**config.mk**
```make
export PLATFORM = sky130hd
export DESIGN_NAME = eth_example_top
export DESIGN_NICKNAME = d
export VERILOG_FILES = /design/src/eth_example_pkg.sv /design/src/axis_if.sv /design/src/eth_example_top.sv /design/src/stats_serializer.sv /design/src/frame_check.sv /design/src/frame_gen.sv
export VERILOG_INCLUDE_DIRS = /design/src
export SDC_FILE = /design/constraint.sdc
export NUM_CORES = 1
export LEC_CHECK = 0
export BUFFER_PORTS_ARGS = -buffer_cell sky130_fd_sc_hd__buf_2
export CORE_ASPECT_RATIO = 1.25
export CORE_MARGIN = 3
export CORE_UTILIZATION = 58
export CTS_CLUSTER_DIAMETER = 150
export CTS_CLUSTER_SIZE = 8
export DETAILED_ROUTE_END_ITERATION = 10
export HOLD_SLACK_MARGIN = 0.15
export MAX_ROUTING_LAYER = met4
export PLACE_DENSITY = 0.82
export SLEW_MARGIN = 30
export SYNTH_ARGS = -nofsm -noshare
export SYNTH_HDL_FRONTEND = slang
export SYNTH_SLANG_ARGS = --single-unit
```
**constraint.sdc**
```tcl
create_clock -name tx_clk0 -period 6 [get_ports tx_clk0]
set_clock_uncertainty 0.05 [all_clocks]
set_input_delay 1.2 -clock tx_clk0 [delete_from_list [all_inputs] [get_ports tx_clk0]]
set_output_delay 1.2 -clock tx_clk0 [all_outputs]
set_load 0.005 [all_outputs]
```
**src/eth_example_config.svh**
```systemverilog
// addresses, frame size limits, inter-frame gap and stats marker width
`ifndef ETH_EXAMPLE_CONFIG_SVH
`define ETH_EXAMPLE_CONFIG_SVH

// --------------------------------------------------
// frame addressing
// --------------------------------------------------
// first byte on the wire sits in the low bits
`define ETH_DEST_ADDR      48'h0504030201DA
`define ETH_SRC_ADDR       48'h05040302015A

// --------------------------------------------------
// frame sizing and spacing
// --------------------------------------------------
// sizes in bytes, including the 14-byte header
`define ETH_MIN_FRAME      64
`define ETH_MAX_FRAME      200

// idle cycles after the last beat of every frame
`define ETH_IFG_CYCLES     12

// width of the 0-then-1 marker ahead of each stats word
`define ETH_STATS_START    2

`endif
```
**src/eth_example_pkg.sv**
```systemverilog
// stream and frame types, state enums and the shared frame rule helpers
`include "eth_example_config.svh"

package eth_example_pkg;

   typedef logic [63:0] axis_data_t;
   typedef logic [7:0]  axis_keep_t;
   typedef logic [47:0] mac_addr_t;
   typedef logic [14:0] frame_len_t;
   // bit 15 error inserted, bits 14:0 frame length
   typedef logic [15:0] tx_stats_t;

   typedef enum logic [1:0] {
      GEN_IDLE,
      GEN_SEND,
      GEN_GAP
   } gen_state_t;

   typedef enum logic {
      CHK_WAIT,
      CHK_FRAME
   } check_state_t;

   // --------------------------------------------------
   // frame rule
   // --------------------------------------------------
   // dest in bytes 0-5, src in 6-11, payload length in 12-13, then i mod 256
   function automatic axis_data_t beat_data(frame_len_t size, frame_len_t base);
      frame_len_t pos;
      frame_len_t pay_len;
      frame_len_t pay_idx;
      logic [2:0] sel;
      mac_addr_t  dest;
      mac_addr_t  src;
      axis_data_t data;
      dest    = `ETH_DEST_ADDR;
      src     = `ETH_SRC_ADDR;
      pay_len = size - 15'd14;
      data    = '0;
      for (int b = 0; b < 8; b++) begin
         pos     = base + 15'(b);
         pay_idx = pos - 15'd14;
         if (pos >= size) begin
            data[8*b +: 8] = 8'h00;
         end else if (pos < 15'd6) begin
            sel            = pos[2:0];
            data[8*b +: 8] = dest[8*sel +: 8];
         end else if (pos < 15'd12) begin
            sel            = 3'(pos - 15'd6);
            data[8*b +: 8] = src[8*sel +: 8];
         end else if (pos == 15'd12) begin
            // length goes out high byte first
            data[8*b +: 8] = {1'b0, pay_len[14:8]};
         end else if (pos == 15'd13) begin
            data[8*b +: 8] = pay_len[7:0];
         end else begin
            data[8*b +: 8] = pay_idx[7:0];
         end
      end
      return data;
   endfunction

   function automatic axis_keep_t beat_keep(frame_len_t size, frame_len_t base);
      axis_keep_t keep;
      for (int b = 0; b < 8; b++) begin
         keep[b] = (base + 15'(b)) < size;
      end
      return keep;
   endfunction

   function automatic logic beat_last(frame_len_t size, frame_len_t base);
      return (base + 15'd8) >= size;
   endfunction

   // sizes count up by one and wrap from max back to min
   function automatic frame_len_t next_size(frame_len_t size);
      if (size >= frame_len_t'(`ETH_MAX_FRAME)) begin
         return frame_len_t'(`ETH_MIN_FRAME);
      end
      return size + 15'd1;
   endfunction

endpackage

```
**src/axis_if.sv**
```systemverilog
// 64-bit stream interface with byte keeps, valid/ready handshake and modports
`timescale 1ns/100ps

interface axis_if;

   eth_example_pkg::axis_data_t tdata;
   eth_example_pkg::axis_keep_t tkeep;
   logic                        tvalid;
   logic                        tlast;
   logic                        tready;

   // frame producer side
   modport source (
      output tdata, tkeep, tvalid, tlast,
      input  tready
   );

   // frame consumer side
   modport sink (
      input  tdata, tkeep, tvalid, tlast,
      output tready
   );

   // passive observer
   modport monitor (
      input  tdata, tkeep, tvalid, tlast, tready
   );

endinterface

```
**src/eth_example_top.sv**
```systemverilog
// example top with pattern generator, pattern checker and stats serialiser
`timescale 1ns/100ps

module eth_example_top (
   input  logic                         tx_clk0,
   input  logic                         reset,
   input  logic                         enable_pat_gen,
   input  logic                         enable_pat_check,
   input  logic                         insert_error,
   input  logic                         reset_error,

   // transmit stream out
   output eth_example_pkg::axis_data_t  tx_tdata,
   output eth_example_pkg::axis_keep_t  tx_tkeep,
   output logic                         tx_tvalid,
   output logic                         tx_tlast,
   input  logic                         tx_tready,

   // receive stream in
   input  eth_example_pkg::axis_data_t  rx_tdata,
   input  eth_example_pkg::axis_keep_t  rx_tkeep,
   input  logic                         rx_tvalid,
   input  logic                         rx_tlast,
   output logic                         rx_tready,

   output logic                         frame_error,
   output logic                         tx_statistics_vector
);

   eth_example_pkg::tx_stats_t stats_word;
   logic                       stats_valid;

   axis_if gen_stream ();
   axis_if chk_stream ();

   // --------------------------------------------------
   // stream port mapping
   // --------------------------------------------------
   assign tx_tdata          = gen_stream.tdata;
   assign tx_tkeep          = gen_stream.tkeep;
   assign tx_tvalid         = gen_stream.tvalid;
   assign tx_tlast          = gen_stream.tlast;
   assign gen_stream.tready = tx_tready;

   assign chk_stream.tdata  = rx_tdata;
   assign chk_stream.tkeep  = rx_tkeep;
   assign chk_stream.tvalid = rx_tvalid;
   assign chk_stream.tlast  = rx_tlast;
   assign rx_tready         = chk_stream.tready;

   // --------------------------------------------------
   // instances
   // --------------------------------------------------
   frame_gen gen_i (
      .tx_clk0          (tx_clk0),
      .reset            (reset),
      .enable_pat_gen   (enable_pat_gen),
      .insert_error     (insert_error),
      .tx               (gen_stream.source),
      .stats_word       (stats_word),
      .stats_valid      (stats_valid)
   );

   frame_check check_i (
      .tx_clk0          (tx_clk0),
      .reset            (reset),
      .enable_pat_check (enable_pat_check),
      .reset_error      (reset_error),
      .rx               (chk_stream.sink),
      .frame_error      (frame_error)
   );

   stats_serializer stats_i (
      .tx_clk0          (tx_clk0),
      .reset            (reset),
      .stats_word       (stats_word),
      .stats_valid      (stats_valid),
      .serial_out       (tx_statistics_vector)
   );

endmodule

```
**src/stats_serializer.sv**
```systemverilog
// single-pin statistics serialiser with a leading start marker
`timescale 1ns/100ps
`include "eth_example_config.svh"

module stats_serializer (
   input  logic                        tx_clk0,
   input  logic                        reset,
   input  eth_example_pkg::tx_stats_t  stats_word,
   input  logic                        stats_valid,
   output logic                        serial_out
);

   localparam int START_W = `ETH_STATS_START;
   localparam int SHIFT_W = START_W + $bits(eth_example_pkg::tx_stats_t);

   logic [SHIFT_W-1:0] shift_reg;

   // --------------------------------------------------
   // shift register
   // --------------------------------------------------
   // marker reads 0 then 1, then the word goes out msb first
   always_ff @(posedge tx_clk0) begin
      if (reset) begin
         shift_reg <= '0;
      end else if (stats_valid) begin
         shift_reg <= {{(START_W-1){1'b0}}, 1'b1, stats_word};
      end else begin
         shift_reg <= {shift_reg[SHIFT_W-2:0], 1'b0};
      end
   end

   // line idles low once the word has drained
   assign serial_out = shift_reg[SHIFT_W-1];

endmodule

```
**src/frame_check.sv**
```systemverilog
// frame pattern checker that rebuilds the expected stream and holds a sticky error
`timescale 1ns/100ps
`include "eth_example_config.svh"

module frame_check (
   input  logic  tx_clk0,
   input  logic  reset,
   input  logic  enable_pat_check,
   input  logic  reset_error,
   axis_if.sink  rx,
   output logic  frame_error
);

   localparam eth_example_pkg::frame_len_t MIN_SIZE = `ETH_MIN_FRAME;

   eth_example_pkg::check_state_t state;
   eth_example_pkg::frame_len_t   exp_size;
   eth_example_pkg::frame_len_t   base;
   eth_example_pkg::axis_data_t   exp_data;
   eth_example_pkg::axis_data_t   byte_mask;
   eth_example_pkg::axis_keep_t   exp_keep;
   logic [11:0]                   beat_idx;
   logic [11:0]                   cur_beat;
   logic                          exp_last;
   logic                          xfer;
   logic                          mismatch;

   // never back-pressures
   assign rx.tready = 1'b1;

   assign xfer = rx.tvalid && rx.tready;

   // --------------------------------------------------
   // expected beat
   // --------------------------------------------------
   // first beat of a frame is whatever arrives while waiting
   assign cur_beat = (state == eth_example_pkg::CHK_WAIT) ? 12'd0 : beat_idx;
   assign base     = {cur_beat, 3'b000};
   assign exp_data = eth_example_pkg::beat_data(exp_size, base);
   assign exp_keep = eth_example_pkg::beat_keep(exp_size, base);
   assign exp_last = eth_example_pkg::beat_last(exp_size, base);

   always_comb begin
      for (int b = 0; b < 8; b++) begin
         byte_mask[8*b +: 8] = {8{exp_keep[b]}};
      end
   end

   // data is only compared on lanes that should carry frame bytes
   assign mismatch = (((rx.tdata ^ exp_data) & byte_mask) != '0) ||
                     (rx.tkeep != exp_keep) ||
                     (rx.tlast != exp_last);

   // --------------------------------------------------
   // frame tracking
   // --------------------------------------------------
   // expected size moves on every received frame, checked or not
   always_ff @(posedge tx_clk0) begin
      if (reset) begin
         state    <= eth_example_pkg::CHK_WAIT;
         exp_size <= MIN_SIZE;
         beat_idx <= '0;
      end else if (xfer) begin
         if (rx.tlast) begin
            state    <= eth_example_pkg::CHK_WAIT;
            exp_size <= eth_example_pkg::next_size(exp_size);
         end else begin
            state    <= eth_example_pkg::CHK_FRAME;
            beat_idx <= cur_beat + 12'd1;
         end
      end
   end

   // sticky error, clear request wins over a new mismatch
   always_ff @(posedge tx_clk0) begin
      if (reset) begin
         frame_error <= 1'b0;
      end else if (reset_error) begin
         frame_error <= 1'b0;
      end else if (xfer && mismatch && enable_pat_check) begin
         frame_error <= 1'b1;
      end
   end

endmodule

```
**src/frame_gen.sv**
```systemverilog
// frame pattern generator with error injection and per-frame statistics
`timescale 1ns/100ps
`include "eth_example_config.svh"

module frame_gen (
   input  logic                        tx_clk0,
   input  logic                        reset,
   input  logic                        enable_pat_gen,
   input  logic                        insert_error,
   axis_if.source                      tx,
   output eth_example_pkg::tx_stats_t  stats_word,
   output logic                        stats_valid
);

   localparam eth_example_pkg::frame_len_t MIN_SIZE = `ETH_MIN_FRAME;
   localparam logic [7:0] GAP_LOAD = 8'(`ETH_IFG_CYCLES - 1);

   // payload byte 0 is frame byte 14, lane 6 of beat 1
   localparam eth_example_pkg::axis_data_t ERR_MASK = 64'h00FF_0000_0000_0000;

   eth_example_pkg::gen_state_t  state;
   eth_example_pkg::frame_len_t  cur_size;
   eth_example_pkg::frame_len_t  base;
   logic [11:0]                  beat_idx;
   logic [7:0]                   gap_cnt;
   logic                         err_pending;
   logic                         err_frame;
   logic                         start;
   logic                         xfer;
   logic                         frame_done;

   // --------------------------------------------------
   // beat construction
   // --------------------------------------------------
   assign base       = {beat_idx, 3'b000};
   assign start      = (state == eth_example_pkg::GEN_IDLE) && enable_pat_gen;
   assign xfer       = tx.tvalid && tx.tready;
   assign frame_done = xfer && tx.tlast;

   // fields only move on a transfer, so they hold while stalled
   assign tx.tvalid = (state == eth_example_pkg::GEN_SEND);
   assign tx.tkeep  = eth_example_pkg::beat_keep(cur_size, base);
   assign tx.tlast  = eth_example_pkg::beat_last(cur_size, base);
   assign tx.tdata  = eth_example_pkg::beat_data(cur_size, base) ^
                      ((err_frame && beat_idx == 12'd1) ? ERR_MASK : '0);

   // --------------------------------------------------
   // frame sequencing
   // --------------------------------------------------
   always_ff @(posedge tx_clk0) begin
      if (reset) begin
         state       <= eth_example_pkg::GEN_IDLE;
         cur_size    <= MIN_SIZE;
         beat_idx    <= '0;
         gap_cnt     <= '0;
         err_pending <= 1'b0;
         err_frame   <= 1'b0;
         stats_valid <= 1'b0;
      end else begin
         stats_valid <= 1'b0;
         // a request waits here until the next frame starts
         err_pending <= (err_pending | insert_error) & ~start;
         case (state)
            eth_example_pkg::GEN_IDLE: begin
               if (start) begin
                  state     <= eth_example_pkg::GEN_SEND;
                  beat_idx  <= '0;
                  err_frame <= err_pending | insert_error;
               end
            end
            eth_example_pkg::GEN_SEND: begin
               if (frame_done) begin
                  state       <= eth_example_pkg::GEN_GAP;
                  gap_cnt     <= GAP_LOAD;
                  stats_valid <= 1'b1;
                  cur_size    <= eth_example_pkg::next_size(cur_size);
               end else if (xfer) begin
                  beat_idx <= beat_idx + 12'd1;
               end
            end
            eth_example_pkg::GEN_GAP: begin
               if (gap_cnt == 8'd0) begin
                  state <= eth_example_pkg::GEN_IDLE;
               end else begin
                  gap_cnt <= gap_cnt - 8'd1;
               end
            end
            default: state <= eth_example_pkg::GEN_IDLE;
         endcase
      end
   end

   // stats word captured as the last beat leaves
   always_ff @(posedge tx_clk0) begin
      if (frame_done) begin
         stats_word <= {err_frame, cur_size};
      end
   end

endmodule

```
# --- After elaboration in Yosys (flattened, before gate mapping) ---
# Cells that the tools add are included.
# Widths: inputs -> output; s select.
totals:
  output_inout_bits: 77
  input_bits: 81
  register_bits: 103
  elab_cells: 344
classes:
  order_cmp: 68
  n_addsub: 55
  n_eq_ne: 39
  shift: 30
  mux: 104
  bitwise_logic: 9
  reduce_logical: 24
ops:
  columns: ["operator", "n"]
  rows:
  - ["$shiftx 48x7->8 const A", 30]
  - ["$mux 8", 78]
  - ["$eq 15x4->1 const B", 28]
  - ["$ge 15x15->1", 18]
  - ["$lt 15x15->1", 16]
  - ["$lt 15x3->1 const B", 16]
  - ["$lt 15x4->1 const B", 16]
  - ["$sub 8x4->8 const B", 16]
  - ["$xor 64x64->64", 2]
  - ["$add 15x3->15 const B", 8]
  - ["$and 64x64->64", 1]
  - ["$reduce_bool 64->1", 1]
  - ["$add 15x1->15 const B", 4]
  - ["$add 15x2->15 const B", 4]
  - ["$mux 15", 4]
  - ["$mux 56", 1]
  - ["$mux 12", 4]
  - ["$sub 3x3->3 const B", 14]
  - ["$add 15x4->15 const B", 2]
  - ["$ge 15x8->1 const B", 2]
  - ["$sub 15x4->15 const B", 2]
  - ["$add 12x1->12 const B", 2]
  - ["$pmux 12 s2", 1]
  - ["$mux 17", 1]
  - ["other kinds (25)", 58]

# --- Depth between registers and ports, before layout ---
# Gate-level depths: netlist of the first run.
logic_depth:
  ltp_word: 15
  ltp_mapped: 18
  depth_no_buf: 16

# --- Hierarchy ---
# Synthesis of the first run repeated with hierarchy kept, for this count alone.
unflattened:
  hier_cells: 1227
  hier_area_um2: 9515.4
modules_own_cells:
  columns: ["mod", "area_per_inst_um2", "cells_each", "instances", "seq_area_each_um2"]
  rows:
  - ["frame_check", 4620.7, 647, 1, 580.6]
  - ["frame_gen", 4261.6, 524, 1, 1281.2]
  - ["stats_serializer", 633.1, 56, 1, 360.3]

# --- Worst setup path before layout of the first run ---
# Ideal clock, no wire load.
synth_timing:
  kind: "reg2reg"
  start: "register check_i.state"
  end: "register check_i.frame_error"
  setup_slack_ps: 1537
  n_path_buf: 3
  t_required_ps: 5830
  stages_incl_launch_ff: 19
  arrival_time_ps: 4294
  synth_period_minus_slack_ps: 4463
  setup_time_ps: 120
  cell_sequence: "dfxtp_1 -> buf_2 -> clkbuf_1 -> clkbuf_1 -> nand4_1 -> nor2_1 -> and4_1 -> nand4_1 -> xor2_1 -> nor2_1 -> ha_1 -> nand3_1 -> or4_1 -> a21oi_1 -> nor3_1 -> xnor2_1 -> a2111o_1 -> or4_1 -> o31a_1"
synth_between:
  elab_chain_cells: 15
  elab_cells_between_ends: 111
  classes_between: "add/sub (16); order compare (33); eq/ne (16); mux (39); bitwise (2); reduce/logical (5)"
synth_rtl:
  columns: ["item", "line_no", "source"]
  rows:
  - ["start: declaration", "frame_check.sv:16", "eth_example_pkg::check_state_t state;"]
  - ["start signal: assignment", "frame_check.sv:60", "state <= eth_example_pkg::CHK_WAIT;"]
  - ["start signal: assignment", "frame_check.sv:65", "state <= eth_example_pkg::CHK_WAIT;"]
  - ["start signal: assignment", "frame_check.sv:68", "state <= eth_example_pkg::CHK_FRAME;"]
  - ["$mux 12 *", "frame_check.sv:37", "assign cur_beat = (state == eth_example_pkg::CHK_WAIT) ? 12'd0 : beat_idx;"]
  - ["$add 15x1->15 (tied with other cells)", "eth_example_pkg.sv:41, eth_example_pkg.sv:66", null]
  - ["$sub 8x4->8 or $eq 15x4->1 (tied branches)", "eth_example_pkg.sv:42, eth_example_pkg.sv:54", null]
  - ["$mux 8", "eth_example_pkg.sv:54", "end else if (pos == 15'd13) begin"]
  - ["$mux 8", "eth_example_pkg.sv:51", "end else if (pos == 15'd12) begin"]
  - ["$mux 8", "eth_example_pkg.sv:48", "end else if (pos < 15'd12) begin"]
  - ["$mux 8", "eth_example_pkg.sv:45", "end else if (pos < 15'd6) begin"]
  - ["$mux 8", "eth_example_pkg.sv:43", "if (pos >= size) begin"]
  - ["$xor 64x64->64", "frame_check.sv:50", "assign mismatch = (((rx.tdata ^ exp_data) & byte_mask) != '0) ||"]
  - ["$and 64x64->64", "frame_check.sv:50", null]
  - ["$reduce_bool 64->1", "frame_check.sv:50", null]
  - ["$logic_or 1x1->1", "frame_check.sv:50", null]
  - ["$logic_or 1x1->1 *", "frame_check.sv:51", "(rx.tkeep != exp_keep) ||"]
  - ["$logic_and 1x1->1 * (2 in series)", "frame_check.sv:80", "end else if (xfer && mismatch && enable_pat_check) begin"]
  - ["end signal: assignment", "frame_check.sv:77", "frame_error <= 1'b0;"]
  - ["end signal: assignment", "frame_check.sv:79", "frame_error <= 1'b0;"]
  - ["end signal: assignment", "frame_check.sv:81", "frame_error <= 1'b1;"]
  - ["end: declaration", "frame_check.sv:11", "output logic frame_error"]
# Mark *: on every way between the ends. The rest lies on a longest branch, timed or not.
# A chain may end at the register's enable or synchronous reset.

# --- Final worst setup path of the first run ---
layout_timing:
  start: "register gen_i.beat_idx[0]"
  end: "output port tx_tlast"
layout_between:
  elab_chain_cells: 2
layout_rtl:
  columns: ["item", "line_no", "source"]
  rows:
  - ["start: declaration", "frame_gen.sv:24", "logic [11:0] beat_idx;"]
  - ["start signal: assignment", "frame_gen.sv:78", "beat_idx <= beat_idx + 12'd1;"]
  - ["$add 15x4->15", "eth_example_pkg.sv:72", "return (base + 15'd8) >= size;"]
  - ["$ge 15x15->1", "eth_example_pkg.sv:72", null]
  - ["end: declaration", "eth_example_top.sv:16", "output logic tx_tlast,"]
# No other way between the ends.

==> results of run 1 <==
[worst max-delay path, cell delays in order, from the launching register on]
cell,delay (ns)
sky130_fd_sc_hd__dfxtp_1,0.58
sky130_fd_sc_hd__ha_1,0.31
sky130_fd_sc_hd__and3_1,0.22
sky130_fd_sc_hd__and3_1,0.26
sky130_fd_sc_hd__xor2_1,0.17
sky130_fd_sc_hd__ha_1,0.26
sky130_fd_sc_hd__a21o_1,0.18
sky130_fd_sc_hd__a21o_1,0.17
sky130_fd_sc_hd__a21o_1,0.18
sky130_fd_sc_hd__a21o_1,0.17
sky130_fd_sc_hd__a21o_1,0.16
sky130_fd_sc_hd__a21oi_1,0.33
sky130_fd_sc_hd__nand2_1,0.16
sky130_fd_sc_hd__buf_2,0.16
[power groups by stage]
| stage | logic [mW] | registers (mW) | clock network, mW |
|---|---|---|---|
| 2_1_floorplan | 0.173 | 0.726 | 0 |
| 3_3_place_gp | 0.261 | 0.735 | 0 |
| 3_5_place_dp | 0.262 | 0.736 | 0 |
| 4_1_cts | 0.263 | 0.719 | 0.602 |
| 5_1_grt | 0.293 | 0.721 | 0.626 |
| 6_report | 0.268 | 0.720 | 0.589 |
[layer usage]
| layer | track usage | wire length (um) | part of all wire | up-vias |
|---|---|---|---|---|
| met2 | 0.565 | 13900 | 0.50 | 416 |
| li1 | - | - | - | 4601 |
| met3 | 0.0430 | 1570 | 0.056 | 96 |
| met1 | 0.346 | 10700 | 0.38 | 4355 |
| met4 | 0.205 | 1900 | 0.068 | 0 |
| met5 | - | 0 | 0 | - |
[layout by cell type, fill, tap and decap left out, drive strengths merged, types with 5 or more instances in the layout]
| cell type | synthesis | layout |
|---|---|---|
| nor4 | 17 | 17 |
| nand4 | 18 | 18 |
| or3 | 11 | 11 |
| o21ai | 57 | 57 |
| nor3b | 9 | 9 |
| a22oi | 6 | 6 |
| edfxtp | 16 | 16 |
| o22ai | 5 | 5 |
| inv | 67 | 72 |
| dfxtp | 87 | 87 |
| and3 | 17 | 17 |
| or2 | 5 | 5 |
| o211ai | 7 | 7 |
| xnor2 | 67 | 67 |
| ha | 69 | 69 |
| or4 | 13 | 13 |
| nand2 | 100 | 100 |
| a21oi | 88 | 88 |
| conb | 2 | 7 |
| nand2b | 17 | 17 |
| clkbuf | 45 | 9 |
| and2 | 15 | 15 |
| a2111oi | 5 | 5 |
| o31ai | 13 | 13 |
| a21o | 19 | 19 |
| mux2i | 19 | 19 |
| nand3b | 5 | 5 |
| a311oi | 7 | 7 |
| nor2b | 15 | 15 |
| nor2 | 142 | 142 |
| o21a | 15 | 15 |
| nand3 | 44 | 44 |
| a31oi | 18 | 18 |
| a211oi | 21 | 21 |
| buf | 25 | 155 |
| nor3 | 41 | 41 |
| xor2 | 24 | 24 |
[cells by family (layout without fill, tap and decap cells)]
kind of cell / Yosys count / in the layout / share of synthesized area
adders and majority gates: 70 / 70 / 0.0955
and+or+nand+nor: 482 / 482 / 0.264
muxes: 21 / 21 / 0.0232
buffers and inverters: 137 / 238 / 0.0611
xor gates and xnor gates: 91 / 91 / 0.0871
other: 2 / 8 / 0.000821
AOI/OAI and AO/OA: 312 / 312 / 0.225
DFF: 103 / 103 / 0.243
[area by class of cell]
type,instances,share of cell area
antenna,1,0.000245
clock buffer,9,0.0220
clock inverter,7,0.00685
inverter,67,0.0246
multi-input combinational,983,0.626
sequential,103,0.217
tap,208,0.0254
timing repair buffer,155,0.0771
[final timing paths]
| kind | slack, ns | cells after the start | startpoint | endpoint |
|---|---|---|---|---|
| max reg2reg | 1.23 | 16 | gen_i.beat_idx[0]$_SDFFE_PP0P_ | gen_i.cur_size[0]$_SDFFE_PP0P_ |
| max | 1.07 | 13 | gen_i.beat_idx[0]$_SDFFE_PP0P_ | tx_tlast |
| min | 0.39 | 2 | stats_i.shift_reg[15]$_SDFF_PP0_ | stats_i.shift_reg[16]$_SDFF_PP0_ |
| min reg2reg | 0.39 | 2 | stats_i.shift_reg[15]$_SDFF_PP0_ | stats_i.shift_reg[16]$_SDFF_PP0_ |
[metrics by stage]
stage / cell area, um2 / util / cells / total power, mW / setup slack, ns
2_1_floorplan: 9170 / - / 1223 / 0.899 / 1.54
3_3_place_gp: 9910 / 0.652 / 1516 / 0.996 / 1.58
3_5_place_dp: 9910 / 0.652 / 1516 / 0.997 / 1.43
4_1_cts: 10200 / 0.672 / 1532 / 1.58 / 1.17
5_1_grt: 10200 / 0.673 / 1532 / 1.64 / 0.887
6_report: 10200 / 0.673 / 1533 / 1.58 / 1.07
==> impl_metrics.yaml, run 1 <==
cells_and_area:
  largest_register_ff_count: 18
  num-fill-cells: 1358
  finalNetCount: 1469
  multiInputGateArea_um2: 6410
  regArea_um2: 2220
  post_route_cells_drive_above_1_share: 0.145
  flow.area_growth_from_synthesis_pct: 11.8
routing:
  drt-initial-drc-count: 656
  route.vias.total: 9468
  postRouteWirelength_mm: 28.1
  drt-vias-per-instance: 6.18
  firstDrtPassIters: 6
  remaining_drc_errors: 0
  detail-route-antenna-nets: 0
  routed_wire_length_per_instance_um: 18.3
floorplanning:
  core_region_area_um2: 15200
  io-pin-count: 158
  initial_core_util: 0.602
  floorplan.rows: 50
  die_area_um2: 17300
  die_width_um: 118
  chipHeight_um: 146
pwr:
  p_sw_frac: 0.300
  power.sequential.fraction: 0.456
  power_density_nw_per_um2: 154
  power_leakage_nw: 4.26
  clockPowerShare: 0.374
  power_switching_mw: 0.473
  internal-power_mw: 1.10
  p_comb_frac: 0.170
  peak_supply_drop_v: 0.000139
critical_path:
  worstSetupEndpointType: "output pin"
  critical_path.max_fanout: 12
  worstSetupPathType: "register to output pin"
  setup.worst_path.start_class: "register"
  worstPathRequired_ns: 4.75
  cp_data_arrival_time_ns: 3.68
clock_network:
  clk_latency_worst_skew_pair_ns: 0.36
  cts_max_level: 3
  cts-hold-fix-buffers: 0
  path_clk_slew_ns: 0.08
  cts_num_sinks: 103
  cts_buffers: 9
  cts_buffer_depth: 2
  post_cts_setup_repair_bufs: 0
  cts-root-buf: "sky130_fd_sc_hd__clkbuf_16"
  post_cts_resize_count: 0
  tritoncts: "done"
logic_synthesis:
  synth_area_leader_cell: "sky130_fd_sc_hd__dfxtp_1"
  proportion_of_register_bits_with_asynchronous_set_or_reset_after_synthesis: 0
  synth_top_area_frac: 0.190
  synthCells: 1218
  synth-seq-cells: 103
  post_synth_num_cell_types: 76
  synth_warnings: 0
  most_frequent_cell_after_synthesis: "sky130_fd_sc_hd__nor2_1"
  synth-seq-area-share: 0.243
  ys.flop_type: "sky130_fd_sc_hd__dfxtp_1"
  synth_edf_count: 16
  synth_area_um2: 9150
  yosys-top-cells-area: "sky130_fd_sc_hd__dfxtp_1 19%, sky130_fd_sc_hd__ha_1 9.4%, sky130_fd_sc_hd__xnor2_1 6.4%"
  netlist_top_cells_count: "142 x sky130_fd_sc_hd__nor2_1, 100 x sky130_fd_sc_hd__nand2_1, 87 x sky130_fd_sc_hd__a21oi_1, 87 x sky130_fd_sc_hd__dfxtp_1, 69 x sky130_fd_sc_hd__ha_1"
  syn_avg_cell_area_um2: 7.51
placement:
  gp_congestion: 0.994
  post-dp-hpwl_mm: 21.9
  place.port_buffers: 150
sta:
  fmaxAchievable_mhz: 203
  period_minus_slack_ns: 4.93
  grt_setup_unrepaired: "no"
  finalSetupViolations: 0
  totalNegativeSetupSlack_ns: 0
  final_hold_slack_ns: 0.387
  final-hold-violation-count: 0
  timing.final.max_slew_violations: 0
  maxSlewHeadroom: 0.314
  post-route-period-util: 0.821
  tightest_slew_ns: 1.02
grt:
  globalRouteTotalUtil: 0.324
  grt_pass1_vias: 9019
  grt_pass1_wl_mm: 44.9
  global_route.overflow_total: 0
  antenna_found_initial: 0
  grt_start_max_net_pins: 47
worst_hold_path:
  worst_min_delay_path_class: "register to register"
run_status:
  outcome: "finished, final reports clean"
run:
  max_cap_viol_count: 0
(Power assumes the default switching activity.)
==> inputs of run 2 (changes only) <==
Clock period 6 ns to 4.7 ns, I/O delays scaled along.
==> run 2 against run 1 <==
Net effect: combinational power is 31% higher; worst hold slack better by 0.014 ns; utilization up 1.0 points; worst setup slack lost 0.79 ns; sequential power grew 28%; clock power grew 34%; global-route usage is 0.25 points higher; critical path type unchanged; largest cell class unchanged; largest power group unchanged.
==> impl_metrics.yaml, run 2 (synthesis results as in run 1) <==
pwr:
  peak_supply_drop_v: 0.000169
  p_sw_frac: 0.290
  power_leakage_nw: 4.36
  power.sequential.fraction: 0.446
  clockPowerShare: 0.384
  internal-power_mw: 1.46
  total_power_mw: 2.06
  p_comb_frac: 0.170
  power_switching_mw: 0.598
  power_density_nw_per_um2: 199
sta:
  final-hold-violation-count: 0
  fmaxAchievable_mhz: 226
  timing.final.max_slew_violations: 0
  period_minus_slack_ns: 4.42
  totalNegativeSetupSlack_ns: 0
  maxSlewHeadroom: 0.345
  grt_setup_unrepaired: "no"
  finalSetupViolations: 0
  tightest_slew_ns: 0.958
  post-route-period-util: 0.939
routing:
  route.vias.total: 9688
  remaining_drc_errors: 0
  postRouteWirelength_mm: 28.7
  drt-vias-per-instance: 6.24
  routed_wire_length_per_instance_um: 18.5
  firstDrtPassIters: 6
  detail-route-antenna-nets: 0
  drt-initial-drc-count: 631
clock_network:
  cts_buffer_depth: 2
  tritoncts: "done"
  cts_max_level: 3
  cts-root-buf: "sky130_fd_sc_hd__clkbuf_16"
  clk_latency_worst_skew_pair_ns: 0.35
  cts-hold-fix-buffers: 0
  cts_num_sinks: 103
  cts_buffers: 9
  path_clk_slew_ns: 0.08
run_status:
  outcome: "finished, final reports clean"
critical_path:
  worstPathRequired_ns: 3.71
  critical_path.max_fanout: 8
  worst_r2r_startpoint: "check_i.state$_SDFFE_PP0P_"
  critical_path.max_stage_delay_ns: 0.41
  crit_top_cell: "sky130_fd_sc_hd__a21o_1"
  cp_data_arrival_time_ns: 3.43
  critical-path-slowest-cell: "sky130_fd_sc_hd__dfxtp_1"
  worst_r2r_endpoint: "check_i.frame_error$_SDFFE_PP0P_"
  worstSetupPathType: "register to output pin"
  reg2reg_setup_slack_ns: 0.44
  worstSetupEndpointType: "output pin"
  reg2reg_depth: 13
  cp.buffers_inverters: 2
  cp_cell_sequence: "inv_1, ha_1, a21o_1, a21o_1, a21oi_1, o21ai_0, or2_2, a21o_1, a21oi_1, o21ai_2, a311oi_1, buf_2"
  timing.critical_path.depth: 12
  setup.worst_path.start_class: "register"
  cp_top_family: "compound AO/OA/AOI/OAI gates"
cells_and_area:
  regArea_um2: 2220
  antennaDiodeCount: 0
  flow.area_growth_from_synthesis_pct: 13.5
  layout_commonest_cell: "sky130_fd_sc_hd__buf_2"
  post_route_cells_drive_above_1_share: 0.158
  num-fill-cells: 1324
  multiInputGateArea_um2: 6400
  largest_register_ff_count: 18
  layout_common_cells: "150 x sky130_fd_sc_hd__buf_2, 142 x sky130_fd_sc_hd__nor2_1, 100 x sky130_fd_sc_hd__nand2_1, 87 x sky130_fd_sc_hd__a21oi_1, 85 x sky130_fd_sc_hd__dfxtp_1"
  finalNetCount: 1490
floorplanning:
  core_region_area_um2: 15200
  io-pin-count: 158
  chipHeight_um: 146
  floorplan.rows: 50
  die_width_um: 118
  die_area_um2: 17300
  initial_core_util: 0.602
worst_hold_path:
  hold_path_startpoint: "stats_i.shift_reg[15]$_SDFF_PP0_"
  min_delay_worst_endpoint: "stats_i.shift_reg[16]$_SDFF_PP0_"
  timing.hold.worst_path_depth: 2
  worst_min_delay_path_class: "register to register"
grt:
  antenna_found_initial: 0
  global_route.overflow_total: 0
  globalRouteTotalUtil: 0.327
  grt_pass1_wl_mm: 45.2
  grt_start_max_net_pins: 28
  grt_pass1_vias: 9202
run:
  max_cap_viol_count: 0
placement:
  gp_congestion: 0.994
  post-dp-hpwl_mm: 22.2
  place.port_buffers: 150
[run 2: worst reg2reg max path, stage by stage, from the launching register on]
cell and delay [ns]:
sky130_fd_sc_hd__dfxtp_1 0.60, sky130_fd_sc_hd__and2_1 0.30, sky130_fd_sc_hd__inv_1 0.13, sky130_fd_sc_hd__ha_1 0.27, sky130_fd_sc_hd__buf_4 0.19, sky130_fd_sc_hd__and2_1 0.20
sky130_fd_sc_hd__nand2_1 0.18, sky130_fd_sc_hd__nand3b_1 0.10, sky130_fd_sc_hd__a2111oi_0 0.87, sky130_fd_sc_hd__a31oi_1 0.19, sky130_fd_sc_hd__a211oi_1 0.25, sky130_fd_sc_hd__nand4b_1 0.12
sky130_fd_sc_hd__or4_1 0.48, sky130_fd_sc_hd__o31a_1 0.24
[run 2: worst max-delay path by stage]
stage	startpoint	end	slack, ns
floorplan	check_i.state$_SDFFE_PP0P_	check_i.frame_error$_SDFFE_PP0P_	0.24
global placement	check_i.beat_idx[0]$_SDFFE_PP0P_	check_i.frame_error$_SDFFE_PP0P_	0.60
detailed placement	check_i.state$_SDFFE_PP0P_	check_i.frame_error$_SDFFE_PP0P_	0.55
CTS	gen_i.beat_idx[1]$_SDFFE_PP0P_	tx_tlast	0.20
global route	gen_i.cur_size[8]$_SDFFE_PP0P_	tx_tdata[20]	0.03
finish	gen_i.cur_size[8]$_SDFFE_PP0P_	tx_tdata[33]	0.28
[run 2: metal layers]
| metal | GRT usage | vias to the layer above | wire [um] |
|---|---|---|---|
| li1 | - | 4632 | - |
| met1 | 0.346 | 4469 | 10900 |
| met2 | 0.559 | 462 | 13800 |
| met3 | 0.0372 | 125 | 1710 |
| met4 | 0.244 | 0 | 2250 |
| met5 | - | - | 0 |
[run 2: power groups by stage]
stage               logic, mW  registers, mW  clock network (mW)
floorplan               0.221          0.927                   0
global placement        0.342          0.939                   0
detailed placement      0.342          0.940                   0
CTS                     0.344          0.919               0.796
global route            0.383          0.921               0.825
finish                  0.350          0.920               0.792
[run 2: what timing repair did]
item,in CTS,in global routing
setup buffers,0,0
resized for setup,0,3
setup endpoints to repair,0,2
[run 2: final cells by class]
type / count / share of cell area
clock inverters: 6 / 0.00735
clock buffers: 10 / 0.0220
flip-flops and latches: 103 / 0.214
repair buffers: 176 / 0.0911
multi-input cells: 983 / 0.616
inverters: 67 / 0.0242
well taps: 208 / 0.0251
[run 2: per-stage QoR]
stage | area [um2] | utilization | cells | setup WS, ns | hold slack, ns
global placement | 10100 | 0.662 | 1537 | 0.603 | 0.365
CTS | 10400 | 0.682 | 1553 | 0.203 | 0.403
detailed placement | 10100 | 0.662 | 1537 | 0.545 | 0.385
finish | 10400 | 0.683 | 1553 | 0.285 | 0.401
global route | 10400 | 0.683 | 1553 | 0.0337 | 0.436
floorplan | 9170 | - | 1223 | 0.237 | 0.356
